<file path="config.mk">
export PLATFORM = sky130hd
export DESIGN_NAME = reluQuant
export DESIGN_NICKNAME = d
export VERILOG_FILES = /design/src/rtl/nnLayerPkg.sv /design/src/rtl/reluQuant.sv
export VERILOG_INCLUDE_DIRS = /design/src /design/src/rtl
export SDC_FILE = /design/constraint.sdc
export NUM_CORES = 1
export LEC_CHECK = 0
export BUFFER_PORTS_ARGS = -buffer_cell sky130_fd_sc_hd__buf_2
export CORE_MARGIN = 1.5
export CORE_UTILIZATION = 35
export DETAILED_ROUTE_END_ITERATION = 16
export PLACE_DENSITY = 0.6
export SYNTH_ARGS = -nofsm -noshare
export SYNTH_HDL_FRONTEND = slang
export SYNTH_SLANG_ARGS = --single-unit
</file>
<file path="constraint.sdc">
create_clock -name clk -period 1.2 [get_ports clk]
set_input_delay 0.06 -clock clk [delete_from_list [all_inputs] [get_ports clk]]
set_output_delay 0.06 -clock clk [all_outputs]
set_load 0.005 [all_outputs]
</file>
<file path="src/rtl/nnLayer_cfg.svh">
`ifndef NN_LAYER_CFG_SVH
`define NN_LAYER_CFG_SVH

//////////////////////////////////////////////////
// Layer geometry
//////////////////////////////////////////////////

`define NN_INPUTS 8
`define NN_NEURONS 4
`define NN_WEIGHTS (`NN_INPUTS * `NN_NEURONS)

// Sum bits kept by the rectifier, same window as the single neuron
`define NN_OUT_MSB 28
`define NN_OUT_LSB 13

//////////////////////////////////////////////////
// Word address map
//////////////////////////////////////////////////

`define NN_ADR_W 10
`define NN_ADR_CTRL 10'h000
`define NN_ADR_INPUT 10'h040
`define NN_ADR_WEIGHT 10'h100 // Neuron-major
`define NN_ADR_BIAS 10'h200
`define NN_ADR_OUTPUT 10'h240

`endif

</file>
<file path="src/rtl/nnLayerPkg.sv">
`default_nettype none
`include "nnLayer_cfg.svh"

package nnLayerPkg;

	// Two's-complement word for inputs, weights, biases and sums
	typedef logic signed [31:0] dataWordT;

	typedef logic [`NN_OUT_MSB-`NN_OUT_LSB:0] outWordT; // Rectified output

	// Address regions seen by the bus decoder
	typedef enum logic [2:0]
	{
		regionCtrl,
		regionInput,
		regionWeight,
		regionBias,
		regionOutput,
		regionNone
	} regionT;

endpackage

`default_nettype wire

</file>
<file path="src/rtl/reluQuant.sv">
`timescale 1ns/1ns
`default_nettype none
`include "nnLayer_cfg.svh"

module reluQuant
(
	input wire clk,
	input wire reset,
	input wire sumValid,
	input wire [$clog2(`NN_NEURONS)-1:0] sumNeuron,
	input wire nnLayerPkg::dataWordT sum,
	input wire [$clog2(`NN_NEURONS)-1:0] rdIndex,
	output nnLayerPkg::outWordT outData,
	output logic runDone
);

	localparam int neuW = $clog2(`NN_NEURONS);

	nnLayerPkg::outWordT outPend [`NN_NEURONS]; // Filled as neurons finish
	nnLayerPkg::outWordT outVis [`NN_NEURONS]; // What the host sees
	nnLayerPkg::outWordT quant;

	// Negative sums clamp to zero, others keep the fixed-point window
	assign quant = sum[31] ? '0 : sum[`NN_OUT_MSB:`NN_OUT_LSB];

	always_ff @(posedge clk)
	begin
		if (reset)
		begin
			outPend <= '{default: '0};
			outVis <= '{default: '0};
			runDone <= 1'b0;
		end
		else
		begin
			runDone <= sumValid && sumNeuron == neuW'(`NN_NEURONS - 1);
			if (sumValid)
				outPend[sumNeuron] <= quant;
			if (runDone)
				outVis <= outPend; // Whole run becomes visible at once
		end
	end

	assign outData = outVis[rdIndex];

endmodule

`default_nettype wire
</file>
# Word level (Yosys, flattened, before mapping)
# Index checks and enable logic that the tools add are counted.
# totals
output_inout_bits	17
input_bits	39
word_cells	24
regBits	129
# op_classes
eq_ne	1
n_lt_le_gt_ge	3
n_reduce_logical	2
bitwise	2
mux	7
# ops
cell	n
64-bit bitwise mux	1
16-bit 2-to-1 mux	4
16-bit binary-select mux with 2-bit select	1
16-bit demux with 2-bit select	1
3-bit greater-or-equal comparator (second input constant)	2
2-bit inverter with 3-bit output	2
3-bit by 1-bit < comparator with 1-bit output (second input constant)	1
2-bit equality test (second input constant)	1
1-bit logical AND	2

# Longest topological paths before layout
# Gate-level depths: netlist of the first run.
# logic_depth
depth_word	6
depth_mapped	5
depth_no_buf	2

# Worst setup path before layout of the first run
# No wires, ideal clock.
# synth_path
kind	flip-flop to flip-flop
start	reg runDone
end	reg outVis[0] in the netlist's numbering
stages_incl_launch_ff	5
synth_period_minus_slack_ns	1.165
setup_time_ns	0.128
setup_slack_ns	0.035
required_ns	1.072
path_buffers	2
arrival_ns	1.037
path_cell_list	dfxtp_1 > buf_2 > buf_2 > mux2i_1 > nor2_1
# synth_rtl
element	line	rtl
from (decl)	reluQuant.sv:14	output logic runDone
from (signal assigned)	reluQuant.sv:36	runDone <= sumValid && sumNeuron == neuW'(`NN_NEURONS - 1);
to (signal assigned)	reluQuant.sv:40	outVis <= outPend;
to (decl)	reluQuant.sv:20	nnLayerPkg::outWordT outVis [`NN_NEURONS];

# Final worst setup path of the first run
# layout_path
start	reg outVis[6] in the netlist's numbering
end	out outData[6]
# layout_between
elab_chain_len	3
# layout_rtl
element	line	rtl
16-bit binary-select mux with 2-bit select	reluQuant.sv:44	assign outData = outVis[rdIndex];
16-bit 2-to-1 mux (implied by the code) (2 in series)	reluQuant.sv:44	
to (decl)	reluQuant.sv:13	output nnLayerPkg::outWordT outData,
# Every way passes these cells. The select of a mux whose other input is x is not followed.

==> impl_metrics.py, run 1 <==
metrics = {
    "global_route": {
        "groute.usage.overall_pct": 14.35,
        "overflow": 0,
        "grt_pass1_vias": 3354,
        "grt_pass1_wl_um": 17370,
        "grt_max_degree": 38,
        "antenna_found_initial": 0,
    },
    "synth": {
        "synth_top_area_share_pct": 49.28,
        "ys_ff_latch": 129,
        "syn_inst": 458,
        "synth.distinct_cells": 14,
        "yosysWarnings": 0,
        "yosysSeqAreaShare_pct": 49.28,
        "synth_top_area_cell": "dfxtp_1",
        "synthTopCellsByArea": "dfxtp_1 49%, mux2i_1 24%, nand2b_1 7.6%",
        "avgSynthCellArea_um2": 11.44,
        "synthesis.area_mm2": 0.005240,
        "syn-num-nets": 497,
    },
    "layout": {
        "nets": 544,
        "layout_commonest_cell": "mux2i_1",
        "drive_above_1_share_pct": 24.52,
        "n_antenna_cell": 0,
        "stdcell_area_mm2": 0.006426,
        "fin_util_pct": 44.05,
        "fin_cells": 702,
        "layout_common_cells": "128 x mux2i_1, 113 x dfxtp_1, 65 x nor2_1, 64 x nand2b_1, 32 x buf_2",
        "nFillCells": 1356,
        "area_growth_pct": 22.64,
    },
    "clocking": {
        "cts.clk_slew.worst_paths_ns": 0.06,
        "cts-root-buf": "clkbuf_16",
        "cts_buffers": 17,
        "htreeDepth": 4,
        "clock-sinks": 129,
        "clkLatencyLatePin_ns": 0.41,
        "tritoncts": "built",
        "cts_max_path_buffers": 2,
    },
    "floorplan": {
        "num_rows": 44,
        "die_w_um": 125.4,
        "io_pins": 56,
        "core_area_mm2": 0.01459,
        "die_area_mm2": 0.01572,
        "start_util_pct": 35.92,
        "fp.dieH_um": 125.4,
    },
    "drt": {
        "wl_per_cell_um": 15.30,
        "ant_nets": 0,
        "avgViaCountPerCell": 4.775,
        "routed_wl_um": 10740,
        "num_vias": 3352,
        "drt_pass1_iterations": 4,
        "drc": 0,
        "drtIter0Drc": 96,
    },
    "sta": {
        "slew_viol_final": 0,
        "setup_tns_ns": -3.096,
        "tightest_slew_ns": 0.3661,
        "fin_crit_ns": 1.434,
        "max_clock_freq_mhz": 697.1,
        "hold_viol": 0,
        "slew-limit-headroom_pct": 75.59,
        "finalSetupViolCount": 16,
        "min_period_over_period_pct": 119.5,
        "worst_hold_slack_ns": 0.07488,
        "fin_ws_ns": -0.2345,
        "fin_skew_ns": 0.007776,
        "rsz0062_at_grt": "yes",
    },
    "power": {
        "internal-power_mw": 7.855,
        "irDropWorstVdd_uv": 869.0,
        "p_leak_nw": 2.700,
        "seq_power_share_pct": 44.2,
        "sw_frac_of_total_pct": 20.39,
        "power_switching_mw": 2.011,
        "power_frac_comb_pct": 5.2,
        "clkPwrFrac_pct": 50.6,
        "p_per_area_mw_per_mm2": 1535,
    },
    "worst_setup_path": {
        "slowest_stage": "mux4_2",
        "critPathRequiredTime_ns": 1.14,
        "crit_arrival_ns": 1.37,
        "worstReg2RegStart": "runDone$_SDFF_PP0_",
        "r2r_cells": 4,
        "start_kind": "flip-flop",
        "cp_slowest_stage_delay_ns": 0.50,
        "path_class": "reg -> out",
        "rr_endpoint": "outVis[58]$_SDFFE_PP0P_",
        "crit_chain": "mux4_2 > buf_6",
        "critPathMaxFanout": 2,
        "worstSetupEndpointType": "output pin",
        "r2r_setup_slack_ns": 0.10,
    },
    "placement": {
        "portBuffers": 40,
        "place_area_mm2": 0.005757,
        "dpl.cell_count": 667,
        "hpwlAfterDp_um": 6797,
        "gp_congestion": 0.6907,
    },
    "status": {
        "status": "finished with violations",
        "violations": "setup timing",
    },
    "min_path": {
        "min_from": "sum[20]",
        "hold_path_end": "outPend[55]$_SDFFE_PP0P_",
        "min_path_type": "in -> reg",
        "hold_depth": 3,
    },
    "job": {
        "drv_cap": 0,
    },
}
-- worst max-delay path: cells and delay by family (launching register included) --
| family | cells | cell delay [ns] |
|---|---|---|
| buf+inv | 1 | 0.14 |
| mux | 1 | 0.50 |
| flops | 1 | 0.32 |
-- final cells by class --
class / count / area (µm²) / share of cell area, %
sequential: 129 / 2605 / 40.54
timing repair buffer: 64 / 558.0 / 8.684
tap: 184 / 230.2 / 3.583
clock buffer: 27 / 503.0 / 7.827
multi-input combinational: 293 / 2455 / 38.20
clock inverter: 5 / 75.07 / 1.168
-- synthesized netlist by cell type (all sizes together) --
master / count
buf: 26
clkbuf: 10
dfxtp: 129
mux2i: 128
mux4: 16
nand2b: 64
nand3: 1
nand3b: 2
nor2: 65
or3b: 17
-- power by group through the flow --
stage / Clock (mW) / Combinational [mW] / Sequential [mW]
final: 4.99 / 0.510 / 4.36
after global routing: 5.32 / 0.549 / 4.36
after CTS: 5.12 / 0.516 / 4.36
after floorplan: 0 / 0.337 / 4.45
after detailed placement: 0 / 0.506 / 4.46
after global placement: 0 / 0.497 / 4.45
-- sequential cells by signal, summed over array words and instances (netlist names) --
name and count:
outVis 64, outPend 64, runDone 1
-- cell families (layout without fill, tap and decap cells) --
logic type,after synthesis,count (layout),share of synthesized area (%)
AND/OR/NAND/NOR,149,149,15.52
multiplexers,144,144,31.33
flip-flops,129,129,49.28
buffers and inverters,36,96,3.868
-- per-stage QoR --
| step | setup WS, ns | power [mW] |
|---|---|---|
| 6_report | -0.2345 | 9.866 |
| 5_1_grt | -0.2615 | 10.23 |
| 4_1_cts | -0.2516 | 9.996 |
| 3_5_place_dp | 0.07927 | 4.962 |
| 3_3_place_gp | 0.09093 | 4.951 |
| 2_1_floorplan | 0.03544 | 4.783 |
-- worst max path at each step --
| stage | cells after the start | endpoint | start |
|---|---|---|---|
| final | 2 | outData[6] | outVis[6]$_SDFFE_PP0P_ |
| after global routing | 2 | outData[6] | outVis[6]$_SDFFE_PP0P_ |
| after CTS | 2 | outData[6] | outVis[6]$_SDFFE_PP0P_ |
| after detailed placement | 4 | outData[4] | rdIndex[0] |
| after global placement | 4 | outData[4] | rdIndex[0] |
| after floorplan | 4 | outVis[0]$_SDFFE_PP0P_ | runDone$_SDFF_PP0_ |
-- layer usage --
layer  share of wire (%)  track usage (%)  up-vias
met2                  48            23.24       43
met1                  48            18.07     1630
met3                 2.7            3.509       15
met4                 1.9            6.618        0
met5                   0                0        -
li1                    -                -     1664
-- what timing repair did --
item / 4_1_cts / 5_1_grt
hold buffers: 1 / 0
buffers inserted: 2 / 0
resized for setup: 4 / 19
setup endpoints to repair: 17 / 21
endpoints found under the hold margin: 1 / 0
Note: power is estimated with default switching activity, not from simulation.
==> run 2, diff against run 1 <==
- RECOVER_POWER: not set -> 100
==> run 2 against run 1 <==
Against the previous run: the flow still finishes with violations (setup timing); routed wire length hardly changed; first-iteration DRC count is 4.2% higher; critical path depth unchanged; die area is the same; global-route usage stayed put; sequential power is essentially flat; core utilization down 0.31 points; hold slack got worse by 0.0024 ns; clock-buffer cell count is the same; highest routed layer unchanged.
==> impl_metrics.py, run 2 (same netlist as run 1, synthesis figures left out) <==
metrics = {
    "drt": {
        "drt-met1-wl_um": 5084,
        "ant_nets": 0,
        "routed_wl_um": 10730,
        "drc": 0,
        "num_vias": 3364,
        "met3_wirelength_um": 292,
        "top_layer": "met4",
        "drtIter0Drc": 100,
        "avgViaCountPerCell": 4.792,
        "wl_per_cell_um": 15.29,
        "dr_wl_met2_um": 5152,
        "drt_pass1_iterations": 4,
    },
    "clocking": {
        "clock-sinks": 129,
        "htreeDepth": 4,
        "cts_buffers": 17,
        "tritoncts": "built",
        "clkLatencyLatePin_ns": 0.41,
        "cts_max_path_buffers": 2,
        "cts-root-buf": "clkbuf_16",
        "cts.clk_slew.worst_paths_ns": 0.05,
    },
    "layout": {
        "nFillCells": 1367,
        "fin_util_pct": 43.74,
        "area_growth_pct": 21.78,
        "nets": 544,
        "drive_above_1_share_pct": 23.94,
        "layout_commonest_cell": "mux2i_1",
        "layout_common_cells": "128 x mux2i_1, 114 x dfxtp_1, 65 x nor2_1, 64 x nand2b_1, 31 x buf_2",
        "n_antenna_cell": 0,
        "top_regs": "outPend: 64 flops, outVis: 64 flops, runDone: 1 flops",
    },
    "sta": {
        "fin_ws_ns": -0.2365,
        "hold_viol": 0,
        "fin_skew_ns": 0.007754,
        "max_clock_freq_mhz": 696.1,
        "slew_viol_final": 0,
        "rsz0062_at_grt": "yes",
        "min_period_over_period_pct": 119.7,
        "tightest_slew_ns": 0.7317,
        "finalSetupViolCount": 64,
        "fin_crit_ns": 1.436,
        "slew-limit-headroom_pct": 51.22,
    },
    "global_route": {
        "groute.usage.overall_pct": 14.35,
        "grt_pass1_wl_um": 17370,
        "grt_pass1_vias": 3354,
        "overflow": 0,
        "antenna_found_initial": 0,
        "grt_max_degree": 38,
    },
    "power": {
        "p_per_area_mw_per_mm2": 1545,
        "irDropWorstVdd_uv": 869.8,
        "p_leak_nw": 2.681,
        "total_power_mw": 9.860,
    },
    "floorplan": {
        "io_pins": 56,
        "start_util_pct": 35.92,
        "fp.dieH_um": 125.4,
        "die_w_um": 125.4,
        "core_area_mm2": 0.01459,
        "num_rows": 44,
        "die_area_mm2": 0.01572,
    },
    "placement": {
        "hpwlAfterDp_um": 6797,
        "portBuffers": 40,
        "gp_congestion": 0.6907,
    },
    "worst_setup_path": {
        "critPathRequiredTime_ns": 1.14,
        "start_kind": "flip-flop",
        "path_class": "reg -> out",
        "critPathMaxFanout": 2,
        "worstSetupEndpointType": "output pin",
        "crit_arrival_ns": 1.38,
    },
    "status": {
        "violations": "setup timing",
        "status": "finished with violations",
    },
    "min_path": {
        "min_path_type": "in -> reg",
    },
    "job": {
        "drv_cap": 0,
    },
}
==> run 2: cell types whose count changed in the layout (fill, tap and decap cells not counted) <==
cell	change
buf_12	-2
buf_2	-1
buf_4	-2
buf_6	-1
clkbuf_1	+2
clkbuf_2	+3
clkbuf_4	+1
dfxtp_1	+1
dfxtp_4	-1
==> run 2: final timing paths <==
path	start	to	slack [ns]	cells past startpoint
max	outVis[6]$_SDFFE_PP0P_	outData[6]	-0.24	2
min	sum[20]	outPend[55]$_SDFFE_PP0P_	0.07	3
max reg2reg	runDone$_SDFF_PP0_	outVis[59]$_SDFFE_PP0P_	-0.10	4
min reg2reg	outPend[43]$_SDFFE_PP0P_	outPend[43]$_SDFFE_PP0P_	0.47	2
==> run 2: stage by stage <==
step	setup TNS, ns	setup WS, ns	hold slack (ns)	area, µm²	cells
floorplan	0	0.03544	0.2894	5240	458
global placement	0	0.09093	0.3805	5757	667
detailed placement	0	0.07927	0.3915	5757	667
CTS	-3.392	-0.2516	0.06515	6365	702
global route	-10.98	-0.2615	0.09276	6381	702
finish	-6.319	-0.2365	0.07248	6381	702
==> run 2: cell type report <==
type                    count  area [µm²]  share of cell area (%)
multi-input cells         293        2455                   38.47
repair buffers             64       516.7                   8.098
clock inverters             5       75.07                   1.176
clock buffers              27       503.0                   7.882
flip-flops and latches    129        2601                   40.76
well taps                 184       230.2                   3.608
==> run 2: what timing repair did <==
item | in CTS | in global routing
setup buffers | 2 | 0
setup endpoints to repair | 17 | 21
hold endpoints to repair | 1 | 0
pin swaps | 0 | 0
hold buffers | 1 | 0
resized for setup | 4 | 19
==> run 2: where the power goes <==
part | internal [mW] | switching [mW] | total [mW]
clock | 3.27 | 1.73 | 5.00
combinational | 0.239 | 0.258 | 0.497
sequential | 4.34 | 0.0255 | 4.36
==> run 2: worst max-delay path, stage by stage (launching register included) <==
cell     delay [ns]
dfxtp_2        0.32
mux4_2         0.50
buf_6          0.14
==> run 2: metal layers <==
metal	vias to the layer above	global-route usage [%]
li1	1670	-
met3	15	3.509
met4	0	6.618
met2	46	23.24
met5	-	0
met1	1633	18.07
