**config.mk**
```make
export PLATFORM = sky130hd
export DESIGN_NAME = busDecode
export DESIGN_NICKNAME = d
export VERILOG_FILES = /design/src/rtl/nnLayerPkg.sv /design/src/rtl/busDecode.sv
export VERILOG_INCLUDE_DIRS = /design/src /design/src/rtl
export SDC_FILE = /design/constraint.sdc
export NUM_CORES = 1
export LEC_CHECK = 0
export BUFFER_PORTS_ARGS = -buffer_cell sky130_fd_sc_hd__buf_2
export CAP_MARGIN = 0
export CORE_MARGIN = 2
export CORE_UTILIZATION = 29
export DETAILED_ROUTE_END_ITERATION = 12
export HOLD_SLACK_MARGIN = 0.06
export PLACE_DENSITY = 0.9
export REMOVE_ABC_BUFFERS = 1
export SYNTH_ARGS = -nofsm -noshare
export SYNTH_HDL_FRONTEND = slang
export SYNTH_SLANG_ARGS = --single-unit
```
**constraint.sdc**
```tcl
create_clock -name clk -period 3.7 [get_ports clk]
set_input_delay 0.74 -clock clk [delete_from_list [all_inputs] [get_ports clk]]
set_output_delay 0.74 -clock clk [all_outputs]
set_load 0.05 [all_outputs]
```
**src/rtl/nnLayer_cfg.svh**
```systemverilog
`ifndef NN_LAYER_CFG_SVH
`define NN_LAYER_CFG_SVH

//////////////////////////////////////////////////
// Layer geometry
//////////////////////////////////////////////////

`define NN_INPUTS 8
`define NN_NEURONS 4
`define NN_WEIGHTS (`NN_INPUTS * `NN_NEURONS)

// Sum bits kept by the rectifier, same window as the single neuron
`define NN_OUT_MSB 28
`define NN_OUT_LSB 13

//////////////////////////////////////////////////
// Word address map
//////////////////////////////////////////////////

`define NN_ADR_W 10
`define NN_ADR_CTRL 10'h000
`define NN_ADR_INPUT 10'h040
`define NN_ADR_WEIGHT 10'h100 // Neuron-major
`define NN_ADR_BIAS 10'h200
`define NN_ADR_OUTPUT 10'h240

`endif

```
**src/rtl/nnLayerPkg.sv**
```systemverilog
`default_nettype none
`include "nnLayer_cfg.svh"

package nnLayerPkg;

	// Two's-complement word for inputs, weights, biases and sums
	typedef logic signed [31:0] dataWordT;

	typedef logic [`NN_OUT_MSB-`NN_OUT_LSB:0] outWordT; // Rectified output

	// Address regions seen by the bus decoder
	typedef enum logic [2:0]
	{
		regionCtrl,
		regionInput,
		regionWeight,
		regionBias,
		regionOutput,
		regionNone
	} regionT;

endpackage

`default_nettype wire

```
**src/rtl/busDecode.sv**
```systemverilog
`timescale 1ns/1ns
`default_nettype none
`include "nnLayer_cfg.svh"

module busDecode
(
	input wire clk,
	input wire reset,
	input wire cyc,
	input wire stb,
	input wire we,
	input wire [`NN_ADR_W-1:0] adr,
	input wire [31:0] datW,
	input wire busy,
	input wire runDone,
	input wire nnLayerPkg::outWordT outData,
	output logic [31:0] datR,
	output logic ack,
	output nnLayerPkg::regionT wrRegion,
	output logic [$clog2(`NN_WEIGHTS)-1:0] wrIndex,
	output nnLayerPkg::dataWordT wrData,
	output logic wrEn,
	output logic [$clog2(`NN_NEURONS)-1:0] rdIndex,
	output logic start
);

	localparam int neuW = $clog2(`NN_NEURONS);
	localparam int idxW = $clog2(`NN_WEIGHTS);

	// First word past each region
	localparam logic [`NN_ADR_W-1:0] inputEnd = `NN_ADR_INPUT + `NN_INPUTS;
	localparam logic [`NN_ADR_W-1:0] weightEnd = `NN_ADR_WEIGHT + `NN_WEIGHTS;
	localparam logic [`NN_ADR_W-1:0] biasEnd = `NN_ADR_BIAS + `NN_NEURONS;
	localparam logic [`NN_ADR_W-1:0] outputEnd = `NN_ADR_OUTPUT + `NN_NEURONS;

	nnLayerPkg::regionT region;
	logic [`NN_ADR_W-1:0] offset;
	logic request;
	logic done;

	//////////////////////////////////////////////////
	// Address decode
	//////////////////////////////////////////////////

	always_comb
	begin
		region = nnLayerPkg::regionNone;
		offset = '0;
		if (adr == `NN_ADR_CTRL)
			region = nnLayerPkg::regionCtrl;
		else if (adr >= `NN_ADR_INPUT && adr < inputEnd)
		begin
			region = nnLayerPkg::regionInput;
			offset = adr - `NN_ADR_INPUT;
		end
		else if (adr >= `NN_ADR_WEIGHT && adr < weightEnd)
		begin
			region = nnLayerPkg::regionWeight;
			offset = adr - `NN_ADR_WEIGHT;
		end
		else if (adr >= `NN_ADR_BIAS && adr < biasEnd)
		begin
			region = nnLayerPkg::regionBias;
			offset = adr - `NN_ADR_BIAS;
		end
		else if (adr >= `NN_ADR_OUTPUT && adr < outputEnd)
		begin
			region = nnLayerPkg::regionOutput;
			offset = adr - `NN_ADR_OUTPUT;
		end
	end

	assign request = cyc && stb;

	// One-cycle ack, never back to back
	always_ff @(posedge clk)
	begin
		if (reset)
			ack <= 1'b0;
		else
			ack <= request && !ack;
	end

	// Storage writes land on the edge that ends the ack cycle
	assign wrRegion = region;
	assign wrIndex = idxW'(offset);
	assign wrData = datW;
	assign wrEn = ack && request && we && !busy &&
		(region inside {nnLayerPkg::regionInput, nnLayerPkg::regionWeight,
		nnLayerPkg::regionBias});

	assign start = ack && request && we && !busy && datW[0] &&
		region == nnLayerPkg::regionCtrl; // Ignored while a run is going

	always_ff @(posedge clk)
	begin
		if (reset)
			done <= 1'b0;
		else if (start)
			done <= 1'b0; // A new run hides the old completion
		else if (runDone)
			done <= 1'b1;
	end

	//////////////////////////////////////////////////
	// Read data
	//////////////////////////////////////////////////

	assign rdIndex = neuW'(offset);

	always_comb
	begin
		datR = '0;
		case (region)
			nnLayerPkg::regionCtrl: datR = {30'b0, done, busy};
			nnLayerPkg::regionOutput: datR = 32'(outData);
			default: datR = '0; // Unmapped and write-only words read zero
		endcase
	end

endmodule

`default_nettype wire

```
Word level (Yosys, flattened, before mapping):

Index checks and enable logic that the tools add are counted.

* bits in registers: 2
* output and inout bits: 77
* input bits: 65

* equality and inequality tests: 4
* $add $sub $neg: 4
* mux-type cells: 11
* reductions and logical operators: 18
* order comparisons: 8

Operators with widths (number)
* case mux 16 bit (2 select lines): 1
* two-way mux 5 bit: 5
* greater-or-equal comparator 10 bit (second input constant): 2
* less-than comparator 10 bit (second input constant): 2
* subtractor 5 x 1 -> 5 bit (second input constant): 4
* logical AND 1 bit: 12
* two-way mux 3 bit: 4
* greater-or-equal comparator 10 x 7 -> 1 bit (second input constant): 1
* greater-or-equal comparator 10 x 9 -> 1 bit (second input constant): 1
* logical NOT 10 bit: 1
* less-than comparator 10 x 7 -> 1 bit (second input constant): 1
* less-than comparator 10 x 9 -> 1 bit (second input constant): 1
* equality test 3 x 2 -> 1 bit (second input constant): 2
* equality test 3 x 1 -> 1 bit (second input constant): 1
* equality test 3 bit (second input constant): 1
* logical NOT 3 bit: 1
* nonzero test 3 bit: 1
* logical NOT 1 bit: 2
* OR reduction 2 bit: 1
* two-way mux 1 bit: 1

Longest topological paths before layout:

Gate-level depths: netlist of the first run.

* depth after elaboration: 10
* mapped depth: 5
* depth with buffers taken out: 3

Worst setup path after synthesis of the first run:

Ideal clock, no wire load.

* path type: in2out
* start: input port adr[7]
* end: output port wrIndex[0]
* arrival: 3.334 ns
* path slack: -0.374 ns
* buffers on the path: 2
* stages: 5
* cell sequence: or4_4 -> buf_6 -> a2111o_1 -> a21boi_0 -> buf_4

* longest elaborated chain between the ends: 7
* elaborated cells between the ends (all ways): 18

RTL lines
* from (decl): RTL line busDecode.sv:12 `` input wire [`NN_ADR_W-1:0] adr, ``
* greater-or-equal comparator 10 bit (no source line) / less-than comparator 10 bit (equally long branches)
* logical AND 1 bit: RTL line busDecode.sv:66 `` else if (adr >= `NN_ADR_OUTPUT && adr < outputEnd) ``
* two-way mux 5 bit: RTL line busDecode.sv:66
* two-way mux 5 bit: RTL line busDecode.sv:61 `` else if (adr >= `NN_ADR_BIAS && adr < biasEnd) ``
* two-way mux 5 bit: RTL line busDecode.sv:56 `` else if (adr >= `NN_ADR_WEIGHT && adr < weightEnd) ``
* two-way mux 5 bit: RTL line busDecode.sv:51 `` else if (adr >= `NN_ADR_INPUT && adr < inputEnd) ``
* two-way mux 5 bit *: RTL line busDecode.sv:49 `` if (adr == `NN_ADR_CTRL) ``
* to (decl): RTL line busDecode.sv:20 `` output logic [$clog2(`NN_WEIGHTS)-1:0] wrIndex, ``

Mark *: on every way between the ends. The rest lies on a longest branch, timed or not.

Worst setup path in the final report of the first run:

* start: input port adr[7]
* end: output port datR[14]

* longest elaborated chain between the ends: 9
* elaborated cells between the ends (all ways): 21

RTL lines
* greater-or-equal comparator 10 bit (no source line) / less-than comparator 10 bit (equally long branches)
* logical AND 1 bit: RTL line busDecode.sv:66
* two-way mux 1 bit: RTL line busDecode.sv:66
* two-way mux 3 bit: RTL line busDecode.sv:61
* two-way mux 3 bit: RTL line busDecode.sv:56
* two-way mux 3 bit: RTL line busDecode.sv:51
* two-way mux 3 bit *: RTL line busDecode.sv:49
* equality test 3 bit / logical NOT 3 bit (equally long branches): RTL line busDecode.sv:114 `case (region)`
* case mux 16 bit (2 select lines) *: RTL line busDecode.sv:114
* to (decl): RTL line busDecode.sv:17 `output logic [31:0] datR,`

Marks and branches as above.

==> results.json, run 1 <==
{
  "postCtsSetupBuffers": 0,
  "final_nets": 205,
  "holdCritPathClass": "flop to flop",
  "dpl_cell_area_um2": 816,
  "cts_root_buf": "clkbuf_4",
  "synthToLayoutAreaGrowth_pct": 2.45,
  "rsz0062_at_grt": "no",
  "rrSetupSlack_ps": 2710,
  "die_w_um": 57.1,
  "syn_area_um2": 818,
  "drt-pass1-iter-count": 4,
  "start_util_pct": 30.2,
  "postSynthAreaPerCell_um2": 7.31,
  "die_area_um2": 3260,
  "grt_pass1_wl_um": 4060,
  "ys_seq_area_share_pct": 4.89,
  "clockBufferDepth": 2,
  "cts.sinks": 2,
  "n_antenna_cell": 0,
  "async_flop_share_pct": 0,
  "finalHoldViolations": 0,
  "powerDensity_nw_per_um2": 187,
  "antenna_found_initial": 0,
  "portBuffers": 63,
  "path_class": "input pin to output pin",
  "synth_common_cells": "51 x buf_4, 15 x and2_1, 5 x nor2_1",
  "yosys_warnings": 0,
  "min_period_ps": 3140,
  "yosysMostFrequentCell": "buf_4",
  "grt_pass1_vias": 690,
  "ys_types": 30,
  "synth_top_area_share_pct": 46.8,
  "ys.flop_type": "dfxtp_1",
  "grt_start_max_net_pins": 16,
  "cp-start-kind": "input pin",
  "worstPathArrival_ps": 2400,
  "htree_levels": 1,
  "avgViaCountPerCell": 4.71,
  "tightest_slew_ps": 661,
  "crit_path_end_kind": "output pin",
  "yosys_register_bits": 2,
  "peakVddDrop_mv": 0.104,
  "ant_nets": 0,
  "setup_violations": 0,
  "vias": 796,
  "status": "completed",
  "yosys-top-cells-area": "buf_4 47%, and2_1 11%, dfxtp_1 4.9%",
  "clk_latency_ps": 230,
  "core_area_um2": 2710,
  "maxCapViolCount": 0,
  "ctsResizeCount": 0,
  "drt_iter0_drc": 13,
  "cp.required_ps": 2960,
  "fin_crit_sh_pct": 84.9,
  "grt_usage_pct": 17.7,
  "yosysTopAreaCell": "buf_4",
  "routedWlPerCell_um": 18.3,
  "crit_path_max_fanout": 15,
  "slew_headroom_pct": 55.5,
  "stdcell_area_um2": 838,
  "totalWireLength_um": 3100,
  "hpwlAfterDp_um": 2770,
  "rows": 19,
  "final_layout_size_suffix_gt1_share_pct": 50.7,
  "hold_buffers": 0,
  "place_congestion": 0.810,
  "route.detailed.drc": 0,
  "die_y_um": 57.1,
  "fin_skew_ps": 2.03,
  "final_max_slew_viol_count": 0,
  "grt-ovfl-total": 0,
  "fmax_mhz": 318,
  "fin_tns_setup_ps": 0,
  "synth_edf_count": 0,
  "clkSlewWorstSetupHoldPaths_ps": 30,
  "cts_buffers": 3,
  "synthCells": 112,
  "cts_tree": "built",
  "ios": 142,
  "p_leak_nw": 0.501
}
==> cell type report <==
cell class / count / area (um2)
flip-flops and latches: 2 / 40.0
repair buffers: 63 / 315
clock buffers: 3 / 22.5
well taps: 31 / 38.8
fillers: 299 / 1870
multi-input cells: 70 / 422
==> logic make-up after synthesis <==
group	count (synthesis)	share of synthesized area, %
DFF	2	4.89
AOI/OAI and AO/OA	15	14.4
buffers and inverters	55	50.5
and+or+nand+nor	39	29.8
other	1	0.458
==> critical path, stage by stage <==
cell	delay (ps)
buf_2	100
or4_4	590
nor4_4	500
and2_1	200
buf_2	260
==> flip-flops by register name (all words and copies together) (netlist names) <==
signal	cells
done	1
ack	1
==> cell usage in the layout, fill, tap and decap left out, types with 2 or more instances in the layout <==
cell / n
and2_1: 15
nor3_1: 4
conb_1: 16
a32oi_1: 2
nor2_1: 5
a21oi_1: 2
o21a_1: 2
dfxtp_1: 2
clkbuf_4: 3
or4_1: 2
buf_2: 63
nand2_1: 4
a21boi_0: 2
==> worst paths after layout <==
path              startpoint  endpoint  cells past startpoint
setup / recovery      adr[7]  datR[14]                      5
hold / removal           ack       ack                      1
setup reg to reg         ack      done                      3
hold reg to reg          ack       ack                      1
==> stage by stage <==
stage / std cells / power (W) / utilization, % / hold slack, ps / worst slack (ps)
after global routing: 169 / 0.000168 / 30.9 / 469 / 444
final: 169 / 0.000157 / 30.9 / 454 / 559
after global placement: 166 / 0.000106 / 30.1 / 425 / 535
after detailed placement: 166 / 0.000108 / 30.1 / 456 / 526
after floorplan: 72 / 0.0000785 / - / 497 / -930
after CTS: 169 / 0.000160 / 30.9 / 459 / 527
==> power breakdown <==
group / total [W] / switching [W] / leakage (nW) / internal [W]
sequential: 0.0000236 / 0.000000648 / 0.0166 / 0.0000230
combinational: 0.0000843 / 0.0000645 / 0.471 / 0.0000197
clock: 0.0000492 / 0.0000134 / 0.0138 / 0.0000359
==> routing by layer <==
metal  global-route usage, %  wire length (um)  vias to the layer above
li1                        -                 -                      368
met1                    8.69               646                      321
met2                    27.9              1370                      101
met3                    28.1              1010                        4
met4                    4.65                27                        2
met5                    11.1                41                        -
Power figures use the tool's default switching activity.
==> run 2: changes to the inputs <==
Settings changed: ABC_AREA set to 1, CORE_UTILIZATION 29 to 25, PLACE_DENSITY 0.9 to 0.82.
Clock period 3.7 ns to 2.6 ns, I/O delays scaled along.
==> results.json, run 2 <==
{
  "status": "completed",
  "crit_path_max_fanout": 7,
  "setup_violations": 0,
  "syn_area_um2": 827,
  "synth_edf_count": 0,
  "cp.required_ps": 2080,
  "cp-start-kind": "input pin",
  "rsz0062_at_grt": "no",
  "min_period_ps": 2250,
  "clk_latency_ps": 230,
  "fin_skew_ps": 6.77,
  "fmax_mhz": 445,
  "grt_pass1_wl_um": 4110,
  "cts_root_buf": "clkbuf_4",
  "p_leak_nw": 0.690,
  "dpl_cell_area_um2": 875,
  "yosys_register_bits": 2,
  "n_antenna_cell": 0,
  "avgViaCountPerCell": 3.75,
  "fillerInstances": 387,
  "htree_levels": 1,
  "route.detailed.drc": 0,
  "final_nets": 241,
  "yosysTopAreaCell": "buf_4",
  "postSynthAreaPerCell_um2": 5.78,
  "yosys_warnings": 0,
  "ctsResizeCount": 0,
  "drt_iter0_drc": 15,
  "hold_depth": 1,
  "totalWireLength_um": 3310,
  "ys_seq_area_share_pct": 4.84,
  "final_layout_size_suffix_gt1_share_pct": 45.4,
  "grt_pass1_vias": 693,
  "grt_usage_pct": 16.4,
  "ys.flop_type": "dfxtp_1",
  "synth_common_cells": "50 x buf_4, 29 x nor2_1, 25 x inv_1",
  "crit_path_end_kind": "output pin",
  "worstPathArrival_ps": 1730,
  "stdcell_area_um2": 897,
  "r2r_cells": 4,
  "routedWlPerCell_um": 15.2,
  "ant_nets": 0,
  "final_cell_mix": "63 x buf_2, 29 x nor2_1, 25 x inv_1",
  "largestRegisters": "ack (1), done (1)",
  "ios": 142,
  "dp_cells": 215,
  "die_w_um": 61.5,
  "die_y_um": 61.5,
  "holdCritPathClass": "flop to flop",
  "clkSlewWorstSetupHoldPaths_ps": 30,
  "core_area_um2": 3100,
  "portBuffers": 63,
  "postCtsSetupBuffers": 0,
  "synthToLayoutAreaGrowth_pct": 8.47,
  "vias": 817,
  "cts_buffers": 3,
  "cts.sinks": 2,
  "final_common_cell": "buf_2",
  "final_max_slew_viol_count": 0,
  "hold_buffers": 0,
  "finalHoldViolations": 0,
  "yosysMostFrequentCell": "buf_4",
  "hpwlAfterDp_um": 3060,
  "synth_top_area_share_pct": 45.4,
  "grt_start_max_net_pins": 12,
  "antenna_found_initial": 0,
  "start_util_pct": 26.7,
  "powerDensity_nw_per_um2": 252,
  "peakVddDrop_mv": 0.170,
  "maxCapViolCount": 0,
  "place_congestion": 0.759,
  "yosys-top-cells-area": "buf_4 45%, nor2_1 13%, inv_1 11%",
  "clockBufferDepth": 2,
  "synthCells": 143,
  "grt-ovfl-total": 0,
  "die_area_um2": 3780,
  "fin_crit_sh_pct": 86.4,
  "path_class": "input pin to output pin",
  "final_cells": 218,
  "fin_tns_setup_ps": 0,
  "rows": 20,
  "ys_types": 19,
  "async_flop_share_pct": 0,
  "drt-pass1-iter-count": 3,
  "cts_tree": "built"
}
[run 2: changes by cell type in the layout (fill, tap and decap cells not counted), moves of 3 or more]
cell,delta
and2_1,-15
nand2_1,+9
inv_1,+25
nor2_1,+24
nand3_1,+5
inv_2,+4
nor3_1,-3
[run 2: cell type report]
cell class / count / area, um2 / share of cell area [%]
Clock buffer: 3 / 22.5 / 2.51
Tap cell: 44 / 55.1 / 6.14
Sequential cell: 2 / 40.0 / 4.46
Multi-Input combinational cell: 76 / 348 / 38.8
Inverter: 29 / 109 / 12.1
Timing Repair Buffer: 64 / 323 / 36.0
[run 2: final timing paths]
path | start | to | slack (ps)
worst max register to register | ack | done | 1750
worst min-delay path | ack | ack | 450
worst max-delay path | adr[6] | rdIndex[1] | 350
worst min register to register | ack | ack | 450
[run 2: kinds of logic after synthesis]
group                  share of synthesized area [%]
AOI/OAI and AO/OA                               1.51
buffers and inverters                           59.9
DFF                                             4.84
other                                          0.453
and+or+nand+nor                                 33.3
[run 2: through the flow]
stage / util (%) / hold WS, ps / setup WS [ps] / total power, W
final: 28.9 / 452 / 354 / 0.000226
after global routing: 28.9 / 454 / 271 / 0.000243
after detailed placement: 28.2 / 432 / 373 / 0.000157
after CTS: 28.9 / 448 / 372 / 0.000228
after global placement: 28.2 / 442 / 399 / 0.000156
after floorplan: - / 481 / -274 / 0.000121
[run 2: worst max-delay path, stage by stage]
cell and delay (ps):
buf_2 110, nor2_2 140, nand4_1 260, nand3_1 180
nor2_1 60, nor2_1 160, buf_2 300
[run 2: metal layers]
metal  global-route usage (%)  wire length, um
met5                        0                0
met4                     2.74                0
met3                     14.3              701
met2                     25.6             1420
met1                     17.1             1190
[run 2: where the power goes]
group | switching, W | total, W | internal [W] | leakage (nW)
Combinational | 0.0000939 | 0.000123 | 0.0000291 | 0.660
Clock | 0.0000182 | 0.0000692 | 0.0000510 | 0.0138
Sequential | 0.00000101 | 0.0000337 | 0.0000327 | 0.0166
Total | 0.000113 | 0.000226 | 0.000113 | 0.690
