--- config.mk ---
export PLATFORM = sky130hd
export DESIGN_NAME = macEngine
export DESIGN_NICKNAME = d
export VERILOG_FILES = /design/src/rtl/nnLayerPkg.sv /design/src/rtl/macEngine.sv
export VERILOG_INCLUDE_DIRS = /design/src /design/src/rtl
export SDC_FILE = /design/constraint.sdc
export NUM_CORES = 1
export LEC_CHECK = 0
export ABC_AREA = 0
export BUFFER_PORTS_ARGS = -buffer_cell sky130_fd_sc_hd__buf_2
export CAP_MARGIN = 40
export CORE_ASPECT_RATIO = 0.6
export CORE_UTILIZATION = 35
export DETAILED_ROUTE_END_ITERATION = 8
export GPL_TIMING_DRIVEN = 1
export SLEW_MARGIN = 0
export SYNTH_ARGS = -nofsm -noshare
export SYNTH_HDL_FRONTEND = slang
export SYNTH_SLANG_ARGS = --single-unit
--- constraint.sdc ---
create_clock -name clk -period 11.9 [get_ports clk]
set_clock_uncertainty 0.05 [all_clocks]
set_input_delay 1.19 -clock clk [delete_from_list [all_inputs] [get_ports clk]]
set_output_delay 1.19 -clock clk [all_outputs]
set_load 0.005 [all_outputs]
--- src/rtl/nnLayer_cfg.svh ---
`ifndef NN_LAYER_CFG_SVH
`define NN_LAYER_CFG_SVH

//////////////////////////////////////////////////
// Layer geometry
//////////////////////////////////////////////////

`define NN_INPUTS 8
`define NN_NEURONS 4
`define NN_WEIGHTS (`NN_INPUTS * `NN_NEURONS)

// Sum bits kept by the rectifier, same window as the single neuron
`define NN_OUT_MSB 28
`define NN_OUT_LSB 13

//////////////////////////////////////////////////
// Word address map
//////////////////////////////////////////////////

`define NN_ADR_W 10
`define NN_ADR_CTRL 10'h000
`define NN_ADR_INPUT 10'h040
`define NN_ADR_WEIGHT 10'h100 // Neuron-major
`define NN_ADR_BIAS 10'h200
`define NN_ADR_OUTPUT 10'h240

`endif

--- src/rtl/nnLayerPkg.sv ---
`default_nettype none
`include "nnLayer_cfg.svh"

package nnLayerPkg;

	// Two's-complement word for inputs, weights, biases and sums
	typedef logic signed [31:0] dataWordT;

	typedef logic [`NN_OUT_MSB-`NN_OUT_LSB:0] outWordT; // Rectified output

	// Address regions seen by the bus decoder
	typedef enum logic [2:0]
	{
		regionCtrl,
		regionInput,
		regionWeight,
		regionBias,
		regionOutput,
		regionNone
	} regionT;

endpackage

`default_nettype wire

--- src/rtl/macEngine.sv ---
`timescale 1ns/1ns
`default_nettype none
`include "nnLayer_cfg.svh"

module macEngine
(
	input wire clk,
	input wire reset,
	input wire start,
	input wire nnLayerPkg::dataWordT inputWord,
	input wire nnLayerPkg::dataWordT weightWord,
	input wire nnLayerPkg::dataWordT biasWord,
	output logic busy,
	output logic [$clog2(`NN_NEURONS)-1:0] rdNeuron,
	output logic [$clog2(`NN_INPUTS)-1:0] rdInput,
	output logic sumValid,
	output logic [$clog2(`NN_NEURONS)-1:0] sumNeuron,
	output nnLayerPkg::dataWordT sum
);

	localparam int inW = $clog2(`NN_INPUTS);
	localparam int neuW = $clog2(`NN_NEURONS);

	typedef enum logic [1:0]
	{
		stateIdle,
		stateBias,
		stateAcc
	} stateT;

	stateT state;
	logic [neuW-1:0] neuronCnt;
	logic [inW-1:0] inputCnt;
	nnLayerPkg::dataWordT acc;
	nnLayerPkg::dataWordT product;
	logic lastInput;
	logic lastNeuron;

	//////////////////////////////////////////////////
	// Datapath, one product per cycle
	//////////////////////////////////////////////////

	assign product = inputWord * weightWord; // Low 32 bits only
	assign sum = acc + product; // Wraps like the parallel adder tree

	assign lastInput = inputCnt == inW'(`NN_INPUTS - 1);
	assign lastNeuron = neuronCnt == neuW'(`NN_NEURONS - 1);

	assign busy = state != stateIdle;
	assign sumValid = state == stateAcc && lastInput; // Final add of the neuron
	assign sumNeuron = neuronCnt;
	assign rdNeuron = neuronCnt;
	assign rdInput = inputCnt;

	//////////////////////////////////////////////////
	// Sequencer
	//////////////////////////////////////////////////

	always_ff @(posedge clk)
	begin
		if (reset)
		begin
			state <= stateIdle;
			neuronCnt <= '0;
			inputCnt <= '0;
			acc <= '0;
		end
		else
		begin
			case (state)
				stateIdle:
				begin
					if (start)
					begin
						state <= stateBias;
						neuronCnt <= '0;
						inputCnt <= '0;
					end
				end
				stateBias:
				begin
					acc <= biasWord; // Accumulator starts from the bias
					inputCnt <= '0;
					state <= stateAcc;
				end
				stateAcc:
				begin
					acc <= sum;
					if (lastInput)
					begin
						inputCnt <= '0;
						if (lastNeuron)
							state <= stateIdle;
						else
						begin
							neuronCnt <= neuronCnt + 1'b1;
							state <= stateBias;
						end
					end
					else
						inputCnt <= inputCnt + 1'b1;
				end
				default: state <= stateIdle;
			endcase
		end
	end

endmodule

`default_nettype wire

After elaboration in Yosys (flattened, before gate mapping):

Index checks and enable logic that the tools add are counted.

* flip-flop bits (word level): 39
* bits of input ports: 99
* output and inout port bits: 41

* add/sub/neg operators: 3
* multiply operators: 1
* eq/ne operators: 7
* muxes and demuxes: 12
* reduce and logical (&&, ||, !) cells: 9

Operators with widths (number)
* 32-bit case mux with 2 select lines: 1
* 32-bit adder: 1
* 32-bit by 32-bit multiplier with 32-bit output: 1
* 2-bit two-way mux: 5
* 3-bit case mux with 3 select lines: 1
* 3-bit two-way mux: 2
* 2-bit inequality test (second input constant): 3
* 2-bit case mux with 3 select lines: 1
* 2-bit nonzero test: 3
* 2-bit equality test (second input constant): 2
* 2-bit case mux with 2 select lines: 1
* 2-bit AND reduction: 2
* 4-bit AND reduction: 1
* 3-bit by 1-bit adder with 3-bit output (second input constant): 1
* 3-bit equality test (second input constant): 1
* 3-bit nonzero test: 1
* 2-bit by 1-bit adder with 2-bit output (second input constant): 1
* 2-bit by 1-bit equality test with 1-bit output (second input constant): 1
* 2-bit zero test: 1
* 1-bit logical AND: 1
* 1-bit two-way mux: 1

Logic depth before layout (Yosys ltp):

Gate-level depths: netlist (run 1).

* depth in word-level cells: 4
* gate-level depth with buffers: 28
* mapped depth without buffers: 27

Worst setup path before layout (run 1):

Ideal clock, no wire load.

* kind: input-to-output
* start: in inputWord[12]
* end: out sum[30]
* arrival time: 7860 ps
* path slack: 2800 ps
* stages: 28
* buffers on the path: 2
* path through: clkbuf_1 clkbuf_1 nand2_1 fa_1 fa_1 inv_1 fa_1 inv_1 fa_1 inv_1 fa_1 inv_1 fa_1 inv_1 fa_1 inv_1 fa_1 inv_1 ha_1 a21o_1 a21o_1 a21oi_1 nor3b_1 a211oi_1 a21boi_2 a311o_1 a21oi_2 xnor2_1

* cells in the longest elaborated chain, start to end: 2

Ends and longest elaborated chain
* from (decl): RTL line macEngine.sv:10 `input wire nnLayerPkg::dataWordT inputWord,`
* 32-bit by 32-bit multiplier with 32-bit output: RTL line macEngine.sv:43 `assign product = inputWord * weightWord;`
* 32-bit adder: RTL line macEngine.sv:44 `assign sum = acc + product;`
* to (decl): RTL line macEngine.sv:18 `output nnLayerPkg::dataWordT sum`

No other way between the ends.

Worst setup path after layout (run 1):

* start: in weightWord[0]
* end: out sum[31]

* cells in the longest elaborated chain, start to end: 2

Ends and longest elaborated chain
* from (decl): RTL line macEngine.sv:11 `input wire nnLayerPkg::dataWordT weightWord,`
* 32-bit by 32-bit multiplier with 32-bit output: RTL line macEngine.sv:43
* 32-bit adder: RTL line macEngine.sv:44

No other way between the ends.

==> results of run 1 <==
final timing paths:
| path | depth (start not counted) | to |
|---|---|---|
| hold / removal | 2 | acc[6]$_SDFFE_PP0P_ |
| setup / recovery | 26 | sum[31] |
| hold reg to reg | 2 | acc[6]$_SDFFE_PP0P_ |
| setup reg to reg | 24 | acc[31]$_SDFFE_PP0P_ |
cells by family (layout without fill, tap and decap cells):
| group | after synthesis | after routing |
|---|---|---|
| multiplexers | 25 | 25 |
| other | 0 | 3 |
| XOR/XNOR | 85 | 85 |
| AND/OR/NAND/NOR | 633 | 633 |
| buffers and inverters | 636 | 684 |
| AO/OA/AOI/OAI | 125 | 125 |
| adder cells (fa/ha/maj) | 597 | 597 |
| flip-flops | 39 | 39 |
stage by stage:
step                      utilization  hold WS, ps  cell area, um^2  setup WS, ps
after floorplan                     -        390.9            18910          2800
after global placement         0.3797        406.5            20100          1963
after detailed placement       0.3805        415.5            20140          1792
after CTS                      0.3837        424.8            20310          1768
after global routing           0.3837        443.0            20310          1338
final                          0.3838        420.9            20320          1755
flip-flops by register name, indices dropped and copies added (netlist names):
signal	count
state	2
rdNeuron	2
rdInput	3
acc	32
layer usage:
metal	vias to the layer above	global-route usage
met5	-	0
met4	6	0.02263
met3	44	0.04020
met2	429	0.3023
met1	7184	0.3060
li1	6304	-
critical path: cells and delay by family:
kind	cells	cell delay (ps)
AOI/OAI and AO/OA	4	1330
adders and majority gates	9	4380
buffers and inverters	9	1050
and+or+nand+nor	4	910
cells in the final DEF, fill, tap and decap left out, types with 4 or more instances in the layout:
cell type,count
a211oi_1,24
o21bai_1,5
nor3b_1,4
nand2_1,313
o21ai_0,14
a21oi_1,36
fa_1,438
inv_1,531
nor2_1,45
dfxtp_1,39
xnor2_1,67
clkbuf_16,5
or3_1,4
nand3_1,10
a21o_1,8
nor2b_1,4
mux2i_1,25
buf_2,139
and2_1,238
xor2_1,16
nor3_1,5
ha_1,157
cell type report:
cell class	instances	area [um^2]
multi-input cells	1465	15730
fillers	5407	32620
inverters	533	2001
well taps	703	879.6
clock buffers	5	125.1
flip-flops and latches	39	780.7
repair buffers	143	750.7
clock inverters	3	43.79
diodes	3	7.507
==> results.py, run 1 <==
metrics = {
    "final_layout": {
        "nets": 2883,
        "instances_no_fill": 2894,
        "drive_above_1_share": 0.07541,
        "area_growth_syn_to_layout_pct": 7.471,
    },
    "logic_synthesis": {
        "synth_cells": 2140,
        "ys_warn_count": 0,
        "synth_seq_cells": 39,
        "ys.flop_type": "dfxtp_1",
        "synth_mux_area_frac": 0.01323,
        "synth_top_family_by_area": "adder cells",
        "synth_fp_nets": 2836,
        "synth_edf_count": 0,
        "syn-cell-area_mm2": 0.01891,
        "yosys.area.top_type": "fa_1",
        "synth_top_cell_area_share": 0.4637,
        "netlist_top_cells_area": "fa_1 (46%), inv_1 (11%), ha_1 (11%)",
        "synth_compound_area_frac": 0.04725,
        "async_reset_ff_frac": 0,
        "yosys.area_share.simple": 0.1615,
        "yosys.cell_count.top_type": "inv_1",
        "synthAdderAreaFrac": 0.5690,
        "avgSynthCellArea_um2": 8.836,
        "yosys.cell_types.count": 59,
        "seq_area_frac_synth": 0.04129,
        "synth_xor_area_frac": 0.04083,
        "synth_common_cells": "inv_1 (531), fa_1 (438), nand2_1 (313), and2_1 (238), ha_1 (159)",
    },
    "floorplanning": {
        "rows": 65,
        "start_util": 0.3571,
        "die-area_mm2": 0.05499,
        "io_pins": 140,
        "die_h_um": 182.0,
        "die_x_um": 302.1,
        "coreArea_mm2": 0.05294,
    },
    "placed_design": {
        "dp_hpwl_um": 45030,
        "io_buffers": 139,
        "place_congestion": 0.8795,
        "dp.cells": 2883,
    },
    "worst_setup_path": {
        "cp_slowest_cell": "a41oi_1",
        "crit_start": "weightWord[0]",
        "crit_required_ps": 10660,
        "max_stage_delay_ps": 620,
        "path_class": "primary input to output pin",
        "setup.worst_path.start_class": "primary input",
        "end_kind": "output pin",
        "cp.arrival_ps": 8910,
        "crit_path_max_fanout": 32,
        "r2r-start": "acc[18]$_SDFFE_PP0P_",
        "r2r_setup_slack_ps": 4280,
        "cp_common_cell": "fa_1",
    },
    "global_route": {
        "grt_pass1_wl_um": 85330,
        "grt-ovfl-total": 0,
        "antenna_found_initial": 4,
        "grt_pass1_vias": 15028,
        "grt_max_degree": 51,
        "grt_usage": 0.2017,
    },
    "run": {
        "maxCapViolCount": 0,
    },
    "clock_network": {
        "clock-sinks": 39,
        "cts_hold_buf": 0,
        "cts.path.max_buffers": 2,
        "cts_buffers": 5,
        "cts_setup_buffers": 0,
        "clockRootBuffer": "clkbuf_16",
        "htree_levels": 2,
        "clock_latency_ps": 300,
        "clkTransAtPathRegs_ps": 60,
        "cts_tree": "yes",
        "cts-resized-gates": 0,
    },
    "timing": {
        "rsz0062_at_grt": "no",
        "post-route-min-period_ps": 10150,
        "relSlewSlack": 0.4323,
        "tns_ps": 0,
        "final_max_slew_viol_count": 0,
        "hold_viol_final": 0,
        "max_freq_ghz": 0.09857,
        "post-route-period-util": 0.8525,
        "worst_pin_slew_ps": 851.6,
        "setup_viol": 0,
    },
    "status": {
        "status": "finished, final reports clean",
    },
    "hold_path": {
        "worstHoldStart": "acc[6]$_SDFFE_PP0P_",
        "min_path_type": "flop to flop",
    },
    "detailed_routing": {
        "wl_per_cell_um": 18.25,
        "dr.pass1.iters": 7,
        "vias_per_cell": 4.826,
        "drc": 0,
        "drt-met1-wl_um": 24920,
        "vias": 13967,
        "wl_met3_um": 3947,
        "ant_nets": 0,
        "drtIter0Drc": 920,
        "met2WireLength_um": 23350,
        "top_layer_used": "met5",
        "drt-total-wl_um": 52810,
    },
}
Power of run 1 is left out: the tool's default activity adds up to more than one toggle a clock period on the data nets, which glitch-free logic cannot reach.
==> run 2: changes to the inputs <==
==> constraint.sdc (replaced) <==
create_clock -name clk -period 11.9 [get_ports clk]
set_clock_uncertainty 0.05 [all_clocks]
set_input_delay 1.785 -clock clk [delete_from_list [all_inputs] [get_ports clk]]
set_output_delay 1.785 -clock clk [all_outputs]
set_load 0.005 [all_outputs]
==> run 2 against run 1 <==
Effect of this change: the flow now finishes with violations (design-rule violations); fmax is 9.2% lower; via count is 0.73% higher; design area is 0.39% higher; sequential cell count stayed put; hold slack better by 2.1 ps; global-route usage is 0.36 points higher; critical path depth stayed put; setup slack worse by 1000 ps; highest routed layer unchanged.
==> results.py, run 2 (synthesized netlist as in run 1, its figures left out) <==
metrics = {
    "status": {
        "status": "complete, but fails checks",
        "violations": "design-rule violations",
    },
    "detailed_routing": {
        "drt-met1-wl_um": 25670,
        "vias": 14069,
        "wl_met3_um": 4335,
        "vias_per_cell": 4.845,
        "wl_per_cell_um": 18.54,
        "met2WireLength_um": 22990,
        "drt-total-wl_um": 53830,
        "drc": 6,
        "top_layer_used": "met5",
        "ant_nets": 0,
        "dr.pass1.iters": 7,
        "drtIter0Drc": 1017,
    },
    "worst_setup_path": {
        "cp_slowest_cell": "a41oi_1",
        "end_kind": "output pin",
        "path_class": "primary input to output pin",
        "cp.arrival_ps": 9340,
        "max_stage_delay_ps": 610,
        "setup.worst_path.start_class": "primary input",
        "cp_common_cell": "fa_1",
        "rr_worst_depth": 24,
        "crit_path_max_fanout": 31,
        "r2r_setup_slack_ps": 4370,
        "r2r-end": "acc[31]$_SDFFE_PP0P_",
        "r2r-start": "acc[18]$_SDFFE_PP0P_",
        "crit_required_ps": 10070,
    },
    "placed_design": {
        "io_buffers": 139,
        "place_congestion": 0.8898,
        "dp_hpwl_um": 46720,
    },
    "global_route": {
        "grt-ovfl-total": 0,
        "antenna_found_initial": 3,
        "grt_pass1_wl_um": 86600,
        "grt_pass1_vias": 14945,
        "grt_max_degree": 45,
        "grt_usage": 0.2053,
    },
    "final_layout": {
        "area_growth_syn_to_layout_pct": 7.894,
        "layout_commonest_cell": "inv_1",
        "drive_above_1_share": 0.08004,
        "fill_cells": 5388,
        "nets": 2894,
        "regMostFlops": "acc",
        "largest_register_ffs": 32,
        "final_cell_mix": "inv_1 (531), fa_1 (438), nand2_1 (313)",
    },
    "floorplanning": {
        "start_util": 0.3571,
        "die_x_um": 302.1,
        "rows": 65,
        "io_pins": 140,
        "die_h_um": 182.0,
        "coreArea_mm2": 0.05294,
        "die-area_mm2": 0.05499,
    },
    "clock_network": {
        "cts_hold_buf": 0,
        "cts.path.max_buffers": 2,
        "cts_tree": "yes",
        "clock_latency_ps": 300,
        "cts_buffers": 5,
        "cts-resized-gates": 0,
        "cts_setup_buffers": 0,
        "clockRootBuffer": "clkbuf_16",
        "clock-sinks": 39,
        "htree_levels": 2,
        "clkTransAtPathRegs_ps": 60,
    },
    "timing": {
        "final_max_slew_viol_count": 0,
        "rsz0062_at_grt": "no",
        "relSlewSlack": 0.4393,
        "post-route-min-period_ps": 11180,
        "setup_viol": 0,
        "post-route-period-util": 0.9391,
        "hold_viol_final": 0,
        "max_freq_ghz": 0.08948,
        "worst_pin_slew_ps": 841.1,
        "tns_ps": 0,
    },
    "hold_path": {
        "min_path_type": "flop to flop",
        "worstHoldStart": "acc[6]$_SDFFE_PP0P_",
        "hold_end": "acc[6]$_SDFFE_PP0P_",
        "min_path_cells": 2,
    },
    "run": {
        "maxCapViolCount": 0,
    },
}
## run 2: changes by cell type in the layout (fill, tap and decap cells not counted), sizes merged
cell	change
buf	+11
diode	-1
## run 2: worst max-delay path: cells and delay by family
family | cells | cell delay (ps)
fa+ha+maj | 9 | 4320
compound gates | 4 | 1300
buf+inv | 9 | 1040
simple gates | 4 | 880
## run 2: final cells by class
class	instances	area, um^2	area share
clock inverters	3	43.79	0.002147
flip-flops and latches	39	780.7	0.03827
well taps	703	879.6	0.04312
repair buffers	154	833.3	0.04085
multi-input cells	1465	15730	0.7712
inverters	533	2001	0.09807
diodes	2	5.005	0.0002453
clock buffers	5	125.1	0.006133
## run 2: through the flow
| step | worst slack [ps] | util | cells | area, um^2 | hold slack (ps) |
|---|---|---|---|---|---|
| 6_report | 724.7 | 0.3853 | 2904 | 20400 | 422.9 |
| 5_1_grt | 379.1 | 0.3852 | 2902 | 20400 | 428.3 |
| 4_1_cts | 818.2 | 0.3852 | 2902 | 20400 | 421.7 |
| 3_5_place_dp | 836.2 | 0.3820 | 2894 | 20230 | 411.4 |
| 3_3_place_gp | 862.3 | 0.3813 | 2892 | 20190 | 406.3 |
| 2_1_floorplan | 1610 | - | 2140 | 18910 | 390.9 |
## run 2: metal layers
layer | global-route usage | vias up
li1 | - | 6330
met1 | 0.3157 | 7187
met4 | 0.03111 | 6
met3 | 0.04188 | 44
met2 | 0.2981 | 502
met5 | 0 | -
## run 2: worst max path at each step
stage	startpoint	end	slack [ps]	cells after the start
2_1_floorplan	inputWord[12]	sum[30]	1610	28
3_3_place_gp	weightWord[1]	sum[31]	860	26
3_5_place_dp	weightWord[1]	sum[31]	840	26
4_1_cts	weightWord[1]	sum[31]	820	26
5_1_grt	weightWord[1]	sum[31]	380	26
6_report	weightWord[1]	sum[31]	720	26
Power of run 2 is left out for the same reason.
==> run 3: changes to the inputs <==
--- a/config.mk
+++ b/config.mk
@@ -13,6 +13,7 @@
 export CORE_UTILIZATION = 35
 export DETAILED_ROUTE_END_ITERATION = 8
 export GPL_TIMING_DRIVEN = 1
+export MAX_ROUTING_LAYER = met4
 export SLEW_MARGIN = 0
 export SYNTH_ARGS = -nofsm -noshare
 export SYNTH_HDL_FRONTEND = slang
==> constraint.sdc (replaced) <==
create_clock -name clk -period 11.9 [get_ports clk]
set_clock_uncertainty 0.05 [all_clocks]
set_input_delay 1.785 -clock clk [delete_from_list [all_inputs] [get_ports clk]]
set_output_delay 1.785 -clock clk [all_outputs]
set_load 0.05 [all_outputs]
==> run 3 against run 2 <==
Effect of this change: the run still ends with design-rule violations left; die area did not move; hold slack got worse by 1.8 ps; design area unchanged; fmax shrank 0.28%; critical path depth grew 1; global-route usage up 1.0 points; register-to-register slack worse by 50 ps; sequential cell count is the same; cell count increased by 0.21%; core utilization is the same; first-iteration DRC count is 3.5% higher.
==> results.py, run 3 (synthesized netlist as in run 1, its figures left out) <==
metrics = {
    "status": {
        "status": "complete, but fails checks",
        "violations": "design-rule violations",
    },
    "timing": {
        "worst_pin_slew_ps": 840.3,
        "relSlewSlack": 0.4398,
        "post-route-period-util": 0.9418,
        "final_max_slew_viol_count": 0,
        "setup_viol": 0,
        "rsz0062_at_grt": "no",
        "hold_viol_final": 0,
        "max_freq_ghz": 0.08923,
        "post-route-min-period_ps": 11210,
        "tns_ps": 0,
    },
    "final_layout": {
        "layout_commonest_cell": "inv_1",
        "regMostFlops": "acc",
        "final_cell_mix": "inv_1 (531), fa_1 (438), nand2_1 (313)",
        "nets": 2899,
        "largest_register_ffs": 32,
        "area_growth_syn_to_layout_pct": 7.894,
        "instances_no_fill": 2910,
        "drive_above_1_share": 0.08171,
    },
    "placed_design": {
        "place_congestion": 0.9188,
        "io_buffers": 139,
        "dp_hpwl_um": 47460,
        "dp.cells": 2899,
    },
    "worst_setup_path": {
        "path_class": "primary input to output pin",
        "r2r-start": "acc[18]$_SDFFE_PP0P_",
        "cp.arrival_ps": 9370,
        "crit_path_max_fanout": 27,
        "rr_worst_depth": 24,
        "crit_required_ps": 10070,
        "r2r_setup_slack_ps": 4320,
        "crit_start": "weightWord[5]",
        "crit_end": "sum[31]",
        "setup.worst_path.start_class": "primary input",
        "end_kind": "output pin",
        "r2r-end": "acc[31]$_SDFFE_PP0P_",
    },
    "detailed_routing": {
        "vias": 14025,
        "wl_per_cell_um": 18.88,
        "drtIter0Drc": 1053,
        "ant_nets": 0,
        "dr.pass1.iters": 7,
        "vias_per_cell": 4.820,
        "drt-total-wl_um": 54940,
        "drc": 6,
    },
    "global_route": {
        "grt_pass1_wl_um": 87700,
        "grt_max_degree": 51,
        "grt_usage": 0.2155,
        "grt_pass1_vias": 14820,
        "antenna_found_initial": 4,
        "grt-ovfl-total": 0,
    },
    "floorplanning": {
        "rows": 65,
        "io_pins": 140,
        "die_h_um": 182.0,
        "coreArea_mm2": 0.05294,
        "die_x_um": 302.1,
        "die-area_mm2": 0.05499,
        "start_util": 0.3571,
    },
    "clock_network": {
        "cts-resized-gates": 0,
        "cts.path.max_buffers": 2,
        "cts_tree": "yes",
        "cts_setup_buffers": 0,
        "clock-sinks": 39,
        "clockRootBuffer": "clkbuf_16",
        "clkTransAtPathRegs_ps": 60,
        "clock_latency_ps": 290,
        "cts_hold_buf": 0,
        "cts_buffers": 5,
        "htree_levels": 2,
    },
    "hold_path": {
        "min_path_cells": 2,
        "worstHoldStart": "acc[29]$_SDFFE_PP0P_",
        "min_path_type": "flop to flop",
    },
    "run": {
        "maxCapViolCount": 0,
    },
}
[run 3: worst max-delay path, stage by stage]
cell and delay (ps):
buf_2 440, nand2_1 160, fa_1 530, fa_1 520
inv_1 60, fa_1 520, inv_1 50, fa_1 480
inv_1 50, fa_1 500, inv_1 50, fa_1 540
inv_1 50, fa_1 470, inv_1 50, fa_1 480
inv_1 40, ha_1 370, inv_1 80, o22ai_1 230
nor4_1 100, or3_1 420, a41oi_1 570, o21ai_0 250
a21o_1 210, and2_1 130, buf_2 200
[run 3: cell type report]
class / instances / area, um^2
multi-input combinational: 1465 / 15730
antenna: 4 / 10.01
fill: 5376 / 32540
timing repair buffer: 159 / 858.3
clock buffer: 5 / 125.1
inverter: 533 / 2001
clock inverter: 2 / 13.76
tap: 703 / 879.6
sequential: 39 / 780.7
[run 3: routing by layer]
| metal | routed length, um | vias up | share of wire | global-route usage |
|---|---|---|---|---|
| li1 | - | 6346 | - | - |
| met1 | 26720 | 7190 | 0.49 | 0.3282 |
| met2 | 23550 | 453 | 0.43 | 0.3060 |
| met3 | 4082 | 36 | 0.074 | 0.03458 |
| met4 | 583 | 0 | 0.011 | 0.02343 |
| met5 | 0 | - | 0 | - |
[run 3: how the worst min path moves through the flow]
stage / end / slack, ps
floorplan: acc[6]$_SDFFE_PP0P_ / 390
global placement: acc[29]$_SDFFE_PP0P_ / 410
detailed placement: acc[29]$_SDFFE_PP0P_ / 410
CTS: acc[29]$_SDFFE_PP0P_ / 420
global route: acc[29]$_SDFFE_PP0P_ / 430
finish: acc[29]$_SDFFE_PP0P_ / 420
[run 3: per-stage QoR]
step                      cell area (um^2)  hold slack (ps)  worst slack (ps)    util
after floorplan                      18910            390.9              1191       -
after global placement               20230            406.8             789.3  0.3821
after detailed placement             20250            412.4             742.1  0.3825
after CTS                            20390            422.2             718.7  0.3851
after global routing                 20400            434.4             314.4  0.3853
final                                20400            421.1             693.0  0.3853
Power of run 3 is left out for the same reason.
